===== config.mk =====
export PLATFORM = sky130hd
export DESIGN_NAME = axi_ram_bridge_top
export DESIGN_NICKNAME = d
export VERILOG_FILES = /design/src/design/axi_ram_pkg.sv /design/src/design/axi_skid_buffer.sv /design/src/design/burst_addr_gen.sv /design/src/design/axi_read_to_ram.sv /design/src/design/axi_write_to_ram.sv /design/src/design/axi_ram_bridge_top.sv
export SDC_FILE = /design/constraint.sdc
export NUM_CORES = 1
export LEC_CHECK = 0
export BUFFER_PORTS_ARGS = -buffer_cell sky130_fd_sc_hd__buf_2
export CAP_MARGIN = 40
export CORE_AREA = 4 4 421 423
export DETAILED_ROUTE_END_ITERATION = 16
export DIE_AREA = 0 0 425 427
export GPL_ROUTABILITY_DRIVEN = 0
export PLACE_DENSITY = 0.56
export SYNTH_ARGS = -nofsm -noshare
export SYNTH_HDL_FRONTEND = slang
export SYNTH_HIERARCHICAL = 1
export SYNTH_SLANG_ARGS = --single-unit

===== constraint.sdc =====
create_clock -name clk -period 4.3 [get_ports clk]
set_input_delay 0.43 -clock clk [delete_from_list [all_inputs] [get_ports clk]]
set_output_delay 0.43 -clock clk [all_outputs]
set_load 0.01 [all_outputs]

===== src/design/axi_ram_pkg.sv =====
package axi_ram_pkg;

    // Bus geometry
    localparam int AXI_DATA_WIDTH = 128;
    localparam int AXI_ADDR_WIDTH = 32;
    localparam int AXI_ID_WIDTH   = 6;
    localparam int AXI_STRB_WIDTH = AXI_DATA_WIDTH / 8;

    // Byte address bits inside one bus word
    localparam int WORD_LSB       = $clog2(AXI_STRB_WIDTH);
    localparam int RAM_ADDR_WIDTH = AXI_ADDR_WIDTH - WORD_LSB;

    localparam logic [1:0] RESP_OKAY = 2'b00;

    typedef logic [AXI_DATA_WIDTH-1:0] axi_data_t;
    typedef logic [AXI_STRB_WIDTH-1:0] axi_strb_t;
    typedef logic [AXI_ID_WIDTH-1:0]   axi_id_t;
    typedef logic [RAM_ADDR_WIDTH-1:0] ram_addr_t;

    typedef enum logic [1:0] {
        FIXED = 2'b00,
        INCR  = 2'b01,
        WRAP  = 2'b10
    } burst_t;

    // Shared by AR and AW
    typedef struct packed {
        axi_id_t                   id;
        logic [AXI_ADDR_WIDTH-1:0] addr;
        logic [7:0]                len;
        logic [2:0]                size;
        burst_t                    burst;
    } axi_ax_t;

    typedef struct packed {
        axi_id_t    id;
        axi_data_t  data;
        logic [1:0] resp;
        logic       last;
    } axi_r_t;

    typedef struct packed {
        axi_data_t data;
        axi_strb_t strb;
        logic      last;
    } axi_w_t;

    typedef struct packed {
        axi_id_t    id;
        logic [1:0] resp;
    } axi_b_t;

endpackage


===== src/design/axi_skid_buffer.sv =====
`timescale 1ns/1ps

module axi_skid_buffer #(
    parameter type T_PAYLOAD = logic
) (
    input  logic     clk,
    input  logic     i_rst_n,
    input  T_PAYLOAD i_data,
    input  logic     i_valid,
    output logic     o_ready,
    output T_PAYLOAD o_data,
    output logic     o_valid,
    input  logic     i_ready
);

    T_PAYLOAD   mem [2];
    logic [1:0] count;
    logic       wr_ptr;
    logic       rd_ptr;
    logic       push;
    logic       pop;

    assign push = i_valid && o_ready;
    assign pop  = o_valid && i_ready;

    always_ff @(posedge clk) begin
        if (!i_rst_n) begin
            count  <= 2'd0;
            wr_ptr <= 1'b0;
            rd_ptr <= 1'b0;
        end else begin
            if (push) begin
                wr_ptr <= ~wr_ptr;
            end
            if (pop) begin
                rd_ptr <= ~rd_ptr;
            end
            case ({push, pop})
                2'b10:   count <= count + 2'd1;
                2'b01:   count <= count - 2'd1;
                default: count <= count;
            endcase
        end
    end

    always_ff @(posedge clk) begin
        if (push) begin
            mem[wr_ptr] <= i_data;
        end
    end

    // Ready from fill level only, no path from i_ready
    assign o_ready = (count != 2'd2);
    assign o_valid = (count != 2'd0);
    assign o_data  = mem[rd_ptr];

endmodule


===== src/design/burst_addr_gen.sv =====
`timescale 1ns/1ps

module burst_addr_gen (
    input  logic                   clk,
    input  logic                   i_rst_n,
    input  logic                   i_start,
    input  axi_ram_pkg::axi_ax_t   i_req,
    input  logic                   i_step,
    output axi_ram_pkg::ram_addr_t o_addr,
    output logic                   o_last,
    output logic                   o_busy
);
    import axi_ram_pkg::*;

    ram_addr_t  addr;
    burst_t     burst;
    logic [7:0] beats_left;
    logic       busy;
    logic       advance;

    assign advance = i_step && busy;

    always_ff @(posedge clk) begin
        if (!i_rst_n) begin
            busy       <= 1'b0;
            beats_left <= 8'd0;
        end else if (i_start) begin
            busy       <= 1'b1;
            beats_left <= i_req.len;
        end else if (advance) begin
            if (beats_left == 8'd0) begin
                busy <= 1'b0;
            end else begin
                beats_left <= beats_left - 8'd1;
            end
        end
    end

    // FIXED bursts hold the word address
    // WRAP walks like INCR
    always_ff @(posedge clk) begin
        if (i_start) begin
            addr  <= i_req.addr[AXI_ADDR_WIDTH-1:WORD_LSB];
            burst <= i_req.burst;
        end else if (advance && burst != FIXED) begin
            addr <= addr + ram_addr_t'(1);
        end
    end

    assign o_addr = addr;
    assign o_last = busy && (beats_left == 8'd0);
    assign o_busy = busy;

endmodule


===== src/design/axi_read_to_ram.sv =====
`timescale 1ns/1ps

module axi_read_to_ram #(
    parameter bit OPT_LOWPOWER = 1'b0
) (
    input  logic                   clk,
    input  logic                   i_rst_n,
    input  axi_ram_pkg::axi_ax_t   i_ar,
    input  logic                   i_ar_valid,
    output logic                   o_ar_ready,
    output axi_ram_pkg::axi_r_t    o_r,
    output logic                   o_r_valid,
    input  logic                   i_r_ready,
    output logic                   o_rd,
    output axi_ram_pkg::ram_addr_t o_raddr,
    input  axi_ram_pkg::axi_data_t i_rdata
);
    import axi_ram_pkg::*;

    localparam int SKID_DEPTH = 2;

    logic       ar_ready;
    logic       ar_fire;
    axi_id_t    burst_id;
    ram_addr_t  gen_addr;
    logic       gen_last;
    logic       gen_busy;
    logic       rd_issue;
    logic       r_fire;
    logic [1:0] credit_used;
    logic       rd_q;
    axi_id_t    id_q;
    logic       last_q;
    axi_r_t     r_beat;

    assign ar_fire    = i_ar_valid && ar_ready;
    assign o_ar_ready = ar_ready;
    assign r_fire     = o_r_valid && i_r_ready;

    // Beats in flight plus beats held must fit the skid buffer
    assign rd_issue = gen_busy && (credit_used < 2'(SKID_DEPTH));

    burst_addr_gen u_addr_gen (
        .clk     (clk),
        .i_rst_n (i_rst_n),
        .i_start (ar_fire),
        .i_req   (i_ar),
        .i_step  (rd_issue),
        .o_addr  (gen_addr),
        .o_last  (gen_last),
        .o_busy  (gen_busy)
    );

    // Reopen AR once the last read of the burst is out
    always_ff @(posedge clk) begin
        if (!i_rst_n) begin
            ar_ready <= 1'b0;
        end else if (ar_fire) begin
            ar_ready <= 1'b0;
        end else if (!gen_busy || (rd_issue && gen_last)) begin
            ar_ready <= 1'b1;
        end
    end

    always_ff @(posedge clk) begin
        if (ar_fire) begin
            burst_id <= i_ar.id;
        end
    end

    always_ff @(posedge clk) begin
        if (!i_rst_n) begin
            credit_used <= 2'd0;
        end else begin
            case ({rd_issue, r_fire})
                2'b10:   credit_used <= credit_used + 2'd1;
                2'b01:   credit_used <= credit_used - 2'd1;
                default: credit_used <= credit_used;
            endcase
        end
    end

    // ID and last ride along with the one-cycle RAM latency
    always_ff @(posedge clk) begin
        if (!i_rst_n) begin
            rd_q <= 1'b0;
        end else begin
            rd_q <= rd_issue;
        end
    end

    always_ff @(posedge clk) begin
        if (rd_issue) begin
            id_q   <= burst_id;
            last_q <= gen_last;
        end
    end

    always_comb begin
        r_beat.id   = id_q;
        r_beat.data = i_rdata;
        r_beat.resp = RESP_OKAY;
        r_beat.last = last_q;
    end

    axi_skid_buffer #(
        .T_PAYLOAD (axi_r_t)
    ) u_r_skid (
        .clk     (clk),
        .i_rst_n (i_rst_n),
        .i_data  (r_beat),
        .i_valid (rd_q),
        .o_ready (),
        .o_data  (o_r),
        .o_valid (o_r_valid),
        .i_ready (i_r_ready)
    );

    assign o_rd    = rd_issue;
    assign o_raddr = (OPT_LOWPOWER && !rd_issue) ? '0 : gen_addr;

endmodule


===== src/design/axi_write_to_ram.sv =====
`timescale 1ns/1ps

module axi_write_to_ram #(
    parameter bit OPT_LOWPOWER = 1'b0
) (
    input  logic                   clk,
    input  logic                   i_rst_n,
    input  axi_ram_pkg::axi_ax_t   i_aw,
    input  logic                   i_aw_valid,
    output logic                   o_aw_ready,
    input  axi_ram_pkg::axi_w_t    i_w,
    input  logic                   i_w_valid,
    output logic                   o_w_ready,
    output axi_ram_pkg::axi_b_t    o_b,
    output logic                   o_b_valid,
    input  logic                   i_b_ready,
    output logic                   o_we,
    output axi_ram_pkg::ram_addr_t o_waddr,
    output axi_ram_pkg::axi_data_t o_wdata,
    output axi_ram_pkg::axi_strb_t o_wstrb
);
    import axi_ram_pkg::*;

    typedef enum logic [1:0] {
        S_IDLE,
        S_DATA,
        S_RESP
    } state_t;

    state_t    state;
    logic      aw_ready;
    logic      aw_fire;
    logic      aw_skid_ready;
    logic      aw_skid_valid;
    axi_ax_t   aw_req;
    logic      aw_start;
    logic      w_open;
    logic      w_fire;
    logic      w_skid_ready;
    logic      w_skid_valid;
    axi_w_t    w_beat;
    logic      w_pop;
    ram_addr_t gen_addr;
    logic      gen_last;
    logic      gen_busy;
    axi_id_t   b_id;
    logic      b_fire;

    assign o_aw_ready = aw_ready && aw_skid_ready;
    assign aw_fire    = i_aw_valid && o_aw_ready;

    // W only opens after its AW has been taken
    assign o_w_ready = w_open && w_skid_ready;
    assign w_fire    = i_w_valid && o_w_ready;

    assign aw_start = aw_skid_valid && (state == S_IDLE);
    assign w_pop    = w_skid_valid && gen_busy;
    assign b_fire   = o_b_valid && i_b_ready;

    axi_skid_buffer #(
        .T_PAYLOAD (axi_ax_t)
    ) u_aw_skid (
        .clk     (clk),
        .i_rst_n (i_rst_n),
        .i_data  (i_aw),
        .i_valid (i_aw_valid && aw_ready),
        .o_ready (aw_skid_ready),
        .o_data  (aw_req),
        .o_valid (aw_skid_valid),
        .i_ready (state == S_IDLE)
    );

    axi_skid_buffer #(
        .T_PAYLOAD (axi_w_t)
    ) u_w_skid (
        .clk     (clk),
        .i_rst_n (i_rst_n),
        .i_data  (i_w),
        .i_valid (i_w_valid && w_open),
        .o_ready (w_skid_ready),
        .o_data  (w_beat),
        .o_valid (w_skid_valid),
        .i_ready (gen_busy)
    );

    burst_addr_gen u_addr_gen (
        .clk     (clk),
        .i_rst_n (i_rst_n),
        .i_start (aw_start),
        .i_req   (aw_req),
        .i_step  (w_pop),
        .o_addr  (gen_addr),
        .o_last  (gen_last),
        .o_busy  (gen_busy)
    );

    always_ff @(posedge clk) begin
        if (!i_rst_n) begin
            state <= S_IDLE;
        end else begin
            case (state)
                S_IDLE: begin
                    if (aw_start) begin
                        state <= S_DATA;
                    end
                end
                S_DATA: begin
                    if (w_pop && gen_last) begin
                        state <= S_RESP;
                    end
                end
                S_RESP: begin
                    if (b_fire) begin
                        state <= S_IDLE;
                    end
                end
                default: state <= S_IDLE;
            endcase
        end
    end

    // One burst at a time, AW held off until B is taken
    always_ff @(posedge clk) begin
        if (!i_rst_n) begin
            aw_ready <= 1'b0;
        end else if (aw_fire) begin
            aw_ready <= 1'b0;
        end else if (b_fire || (state == S_IDLE && !aw_skid_valid)) begin
            aw_ready <= 1'b1;
        end
    end

    always_ff @(posedge clk) begin
        if (!i_rst_n) begin
            w_open <= 1'b0;
        end else if (aw_fire) begin
            w_open <= 1'b1;
        end else if (w_fire && i_w.last) begin
            w_open <= 1'b0;
        end
    end

    always_ff @(posedge clk) begin
        if (aw_start) begin
            b_id <= aw_req.id;
        end
    end

    always_comb begin
        o_b.id   = b_id;
        o_b.resp = RESP_OKAY;
    end

    assign o_b_valid = (state == S_RESP);

    assign o_we    = w_pop;
    assign o_waddr = (OPT_LOWPOWER && !w_pop) ? '0 : gen_addr;
    assign o_wdata = (OPT_LOWPOWER && !w_pop) ? '0 : w_beat.data;
    assign o_wstrb = (OPT_LOWPOWER && !w_pop) ? '0 : w_beat.strb;

endmodule


===== src/design/axi_ram_bridge_top.sv =====
`timescale 1ns/1ps

module axi_ram_bridge_top #(
    parameter bit OPT_LOWPOWER = 1'b0
) (
    input  logic                   clk,
    input  logic                   i_rst_n,
    // Pixel read port
    input  axi_ram_pkg::axi_ax_t   i_pixel_ar,
    input  logic                   i_pixel_ar_valid,
    output logic                   o_pixel_ar_ready,
    output axi_ram_pkg::axi_r_t    o_pixel_r,
    output logic                   o_pixel_r_valid,
    input  logic                   i_pixel_r_ready,
    output logic                   o_pixel_rd,
    output axi_ram_pkg::ram_addr_t o_pixel_raddr,
    input  axi_ram_pkg::axi_data_t i_pixel_rdata,
    // Weights read port
    input  axi_ram_pkg::axi_ax_t   i_weights_ar,
    input  logic                   i_weights_ar_valid,
    output logic                   o_weights_ar_ready,
    output axi_ram_pkg::axi_r_t    o_weights_r,
    output logic                   o_weights_r_valid,
    input  logic                   i_weights_r_ready,
    output logic                   o_weights_rd,
    output axi_ram_pkg::ram_addr_t o_weights_raddr,
    input  axi_ram_pkg::axi_data_t i_weights_rdata,
    // Output write port
    input  axi_ram_pkg::axi_ax_t   i_out_aw,
    input  logic                   i_out_aw_valid,
    output logic                   o_out_aw_ready,
    input  axi_ram_pkg::axi_w_t    i_out_w,
    input  logic                   i_out_w_valid,
    output logic                   o_out_w_ready,
    output axi_ram_pkg::axi_b_t    o_out_b,
    output logic                   o_out_b_valid,
    input  logic                   i_out_b_ready,
    output logic                   o_out_we,
    output axi_ram_pkg::ram_addr_t o_out_waddr,
    output axi_ram_pkg::axi_data_t o_out_wdata,
    output axi_ram_pkg::axi_strb_t o_out_wstrb
);

    axi_read_to_ram #(
        .OPT_LOWPOWER (OPT_LOWPOWER)
    ) u_pixel_rd (
        .clk        (clk),
        .i_rst_n    (i_rst_n),
        .i_ar       (i_pixel_ar),
        .i_ar_valid (i_pixel_ar_valid),
        .o_ar_ready (o_pixel_ar_ready),
        .o_r        (o_pixel_r),
        .o_r_valid  (o_pixel_r_valid),
        .i_r_ready  (i_pixel_r_ready),
        .o_rd       (o_pixel_rd),
        .o_raddr    (o_pixel_raddr),
        .i_rdata    (i_pixel_rdata)
    );

    axi_read_to_ram #(
        .OPT_LOWPOWER (OPT_LOWPOWER)
    ) u_weights_rd (
        .clk        (clk),
        .i_rst_n    (i_rst_n),
        .i_ar       (i_weights_ar),
        .i_ar_valid (i_weights_ar_valid),
        .o_ar_ready (o_weights_ar_ready),
        .o_r        (o_weights_r),
        .o_r_valid  (o_weights_r_valid),
        .i_r_ready  (i_weights_r_ready),
        .o_rd       (o_weights_rd),
        .o_raddr    (o_weights_raddr),
        .i_rdata    (i_weights_rdata)
    );

    axi_write_to_ram #(
        .OPT_LOWPOWER (OPT_LOWPOWER)
    ) u_out_wr (
        .clk        (clk),
        .i_rst_n    (i_rst_n),
        .i_aw       (i_out_aw),
        .i_aw_valid (i_out_aw_valid),
        .o_aw_ready (o_out_aw_ready),
        .i_w        (i_out_w),
        .i_w_valid  (i_out_w_valid),
        .o_w_ready  (o_out_w_ready),
        .o_b        (o_out_b),
        .o_b_valid  (o_out_b_valid),
        .i_b_ready  (i_out_b_ready),
        .o_we       (o_out_we),
        .o_waddr    (o_out_waddr),
        .o_wdata    (o_out_wdata),
        .o_wstrb    (o_out_wstrb)
    );

endmodule


==> impl_metrics.tcl <==
set metrics [dict create \
    status "finished, final reports clean" \
    p_int_uw 20700 \
    final_nets 4628 \
    p_per_area_mw_per_mm2 462 \
    io_buffers 1059 \
    worstMarginPinSlew_ns 0.869 \
    root_buffer "clkbuf_16" \
    grt_pass1_vias 28400 \
    power_uw 27900 \
    drive_above_1_share_pct 43.1 \
    cts_resized 0 \
    p_switching_uw 7230 \
    via_per_inst 4.25 \
    final.setup_skew_ns 0.0296 \
    grt_pass1_wl_um 194000 \
    final_hold_viol_count 0 \
    core-area_mm2 0.173 \
    die_w_um 425 \
    period_share_pct 72.0 \
    ir_drop_uv 463 \
    dp_hpwl_um 102000 \
    syn_area_mm2 0.0427 \
    antenna_found_initial 37 \
    rr_worst_depth 4 \
    die_area_mm2 0.181 \
    combPwrFrac_pct 16.1 \
    cts.sink_count 1105 \
    wl_per_cell_um 21.3 \
    dr.pass1.iters 5 \
    clk_pin_slew_ns 0.06 \
    final_util_pct 34.8 \
    worstPathMaxFanout 37 \
    reg2reg_from "u_weights_rd/u_addr_gen/o_addr[7]" \
    grt_max_degree 91 \
    h-tree-depth 3 \
    setup_viol 0 \
    leakagePower_uw 0.0216 \
    num_rows 153 \
    wl_um 138000 \
    cts_setup_buffers 0 \
    fin_crit_ns 3.09 \
    worst_slack_ns 1.21 \
    setup_tns_ns 0 \
    insertion_delay_ns 0.76 \
    layout-area-overhead-vs-synth_pct 41.3 \
    arrival_ns 2.66 \
    overflow 0 \
    drv_cap 0 \
    fillCellCount 16800 \
    ant_nets 0 \
    initial_utilization_pct 24.6 \
    cts_buffers 121 \
    timing.hold.ws_ns 0.108 \
    syn_area_per_cell_um2 18.0 \
    p_sw_share_pct 25.9 \
    max_freq_mhz 323 \
    hp-class "input port to flip-flop" \
    drc_errors 0 \
    slew_headroom_pct 41.5 \
    r2r_setup_slack_ns 1.84 \
    startpoint_type "flip-flop" \
    fp.dieH_um 427 \
    io_pins 1083 \
    regArea_mm2 0.0326 \
    seqPwrFrac_pct 46.8 \
    clockPowerShare_pct 37.1 \
    grt_usage_pct 14.5 \
    end_kind "primary output" \
    synthCells 2375 \
    worstSetupPathType "flip-flop to primary output" \
    drt_iter0_markers 1642 \
    yosys_warnings 6 \
    rsz0062_at_grt "false" \
    rr_endpoint "u_weights_rd/u_addr_gen/o_addr[22]" \
    crit_end "o_out_wdata[82]" \
    maxSlewViolCount 0 \
    clk_path_buf_depth 3 \
    crit_required_ns 3.87 \
    cts_tree "done" \
    multi_input_area_mm2 0.00958 \
    num_vias 27500 \
    pre_cts_slack_ns 1.81 \
]
metrics by stage:
step | instances | instance area [um2]
4_1_cts | 6475 | 60400
6_report | 6487 | 60400
2_1_floorplan | 2382 | 42800
3_5_place_dp | 5720 | 51100
3_3_place_gp | 5712 | 50900
5_1_grt | 6483 | 60400
worst max-delay path: stages (launching register included):
cell	delay, ns
dfxtp_4	0.72
buf_4	0.45
mux2_2	0.46
buf_2	0.18
how the worst min path moves through the flow:
stage                                  start                                  end  slack (ns)  depth (start not counted)
CTS                            i_pixel_ar[9]  u_pixel_rd/u_addr_gen/beats_left[4]       0.001                          3
global route                   i_pixel_ar[9]  u_pixel_rd/u_addr_gen/beats_left[4]        0.04                          3
floorplan             u_pixel_rd/burst_id[0]                   u_pixel_rd/id_q[0]        0.40                          0
finish                         i_pixel_ar[9]  u_pixel_rd/u_addr_gen/beats_left[4]        0.11                          3
global placement    u_weights_rd/burst_id[2]                 u_weights_rd/id_q[2]        0.40                          0
detailed placement  u_weights_rd/burst_id[2]                 u_weights_rd/id_q[2]        0.40                          0
layer usage:
| layer | track usage [%] | wire, um | vias to the layer above |
|---|---|---|---|
| li1 | - | - | 12700 |
| met1 | 16.9 | 53100 | 13700 |
| met2 | 25.2 | 69500 | 924 |
| met3 | 4.65 | 11400 | 241 |
| met4 | 4.91 | 4040 | 2 |
| met5 | 0 | 13 | - |
power by group through the flow:
stage          logic, uW  clock network, uW  registers [uW]
3_3_place_gp        3960                  0           13300
5_1_grt             4860              11200           13100
4_1_cts             4560              10700           13100
3_5_place_dp        4080                  0           13300
6_report            4490              10300           13100
2_1_floorplan       2330                  0           13300
placed cells by master, fill, tap and decap left out, drive strengths merged, types with 20 or more instances in the layout:
cell type / count
buf: 1106
edfxtp: 1046
dfxtp: 59
nor2: 49
nand2: 81
a21oi: 25
a31oi: 28
or3: 25
xnor2: 51
xor2: 20
inv: 39
dlygate4sd3: 532
nor4: 21
nand4: 24
nand3: 47
mux2: 465
clkbuf: 146
or4: 20
clkinv: 54
o21ai: 91
and3: 22
sequential cells by signal (all words and copies together) (netlist names), 6 cells and up, named ones only:
register,cells
u_out_wr/u_w_skid/mem,288
u_out_wr/u_addr_gen/beats_left,8
u_pixel_rd/u_addr_gen/beats_left,8
u_weights_rd/burst_id,6
u_weights_rd/u_r_skid/mem,274
u_weights_rd/u_addr_gen/o_addr,28
u_out_wr/u_addr_gen/o_addr,28
u_weights_rd/u_addr_gen/beats_left,8
u_pixel_rd/burst_id,6
u_out_wr/b_id,6
u_pixel_rd/u_addr_gen/o_addr,28
u_out_wr/u_aw_skid/mem,88
u_pixel_rd/id_q,6
u_weights_rd/id_q,6
u_pixel_rd/u_r_skid/mem,274
timing repair:
item                                   4_1_cts  5_1_grt
setup endpoints to repair                    0        0
hold buffers                               532        0
endpoints found under the hold margin      976        0
final cells by class:
type	instances	share of cell area, %
diodes	12	0.0497
clock inverters	77	1.23
well taps	2325	4.82
clock buffers	146	5.27
multi-input cells	1153	15.9
repair buffers	1638	18.6
flip-flops and latches	1105	54.0
inverters	31	0.218
Power figures use the tool's default switching activity.
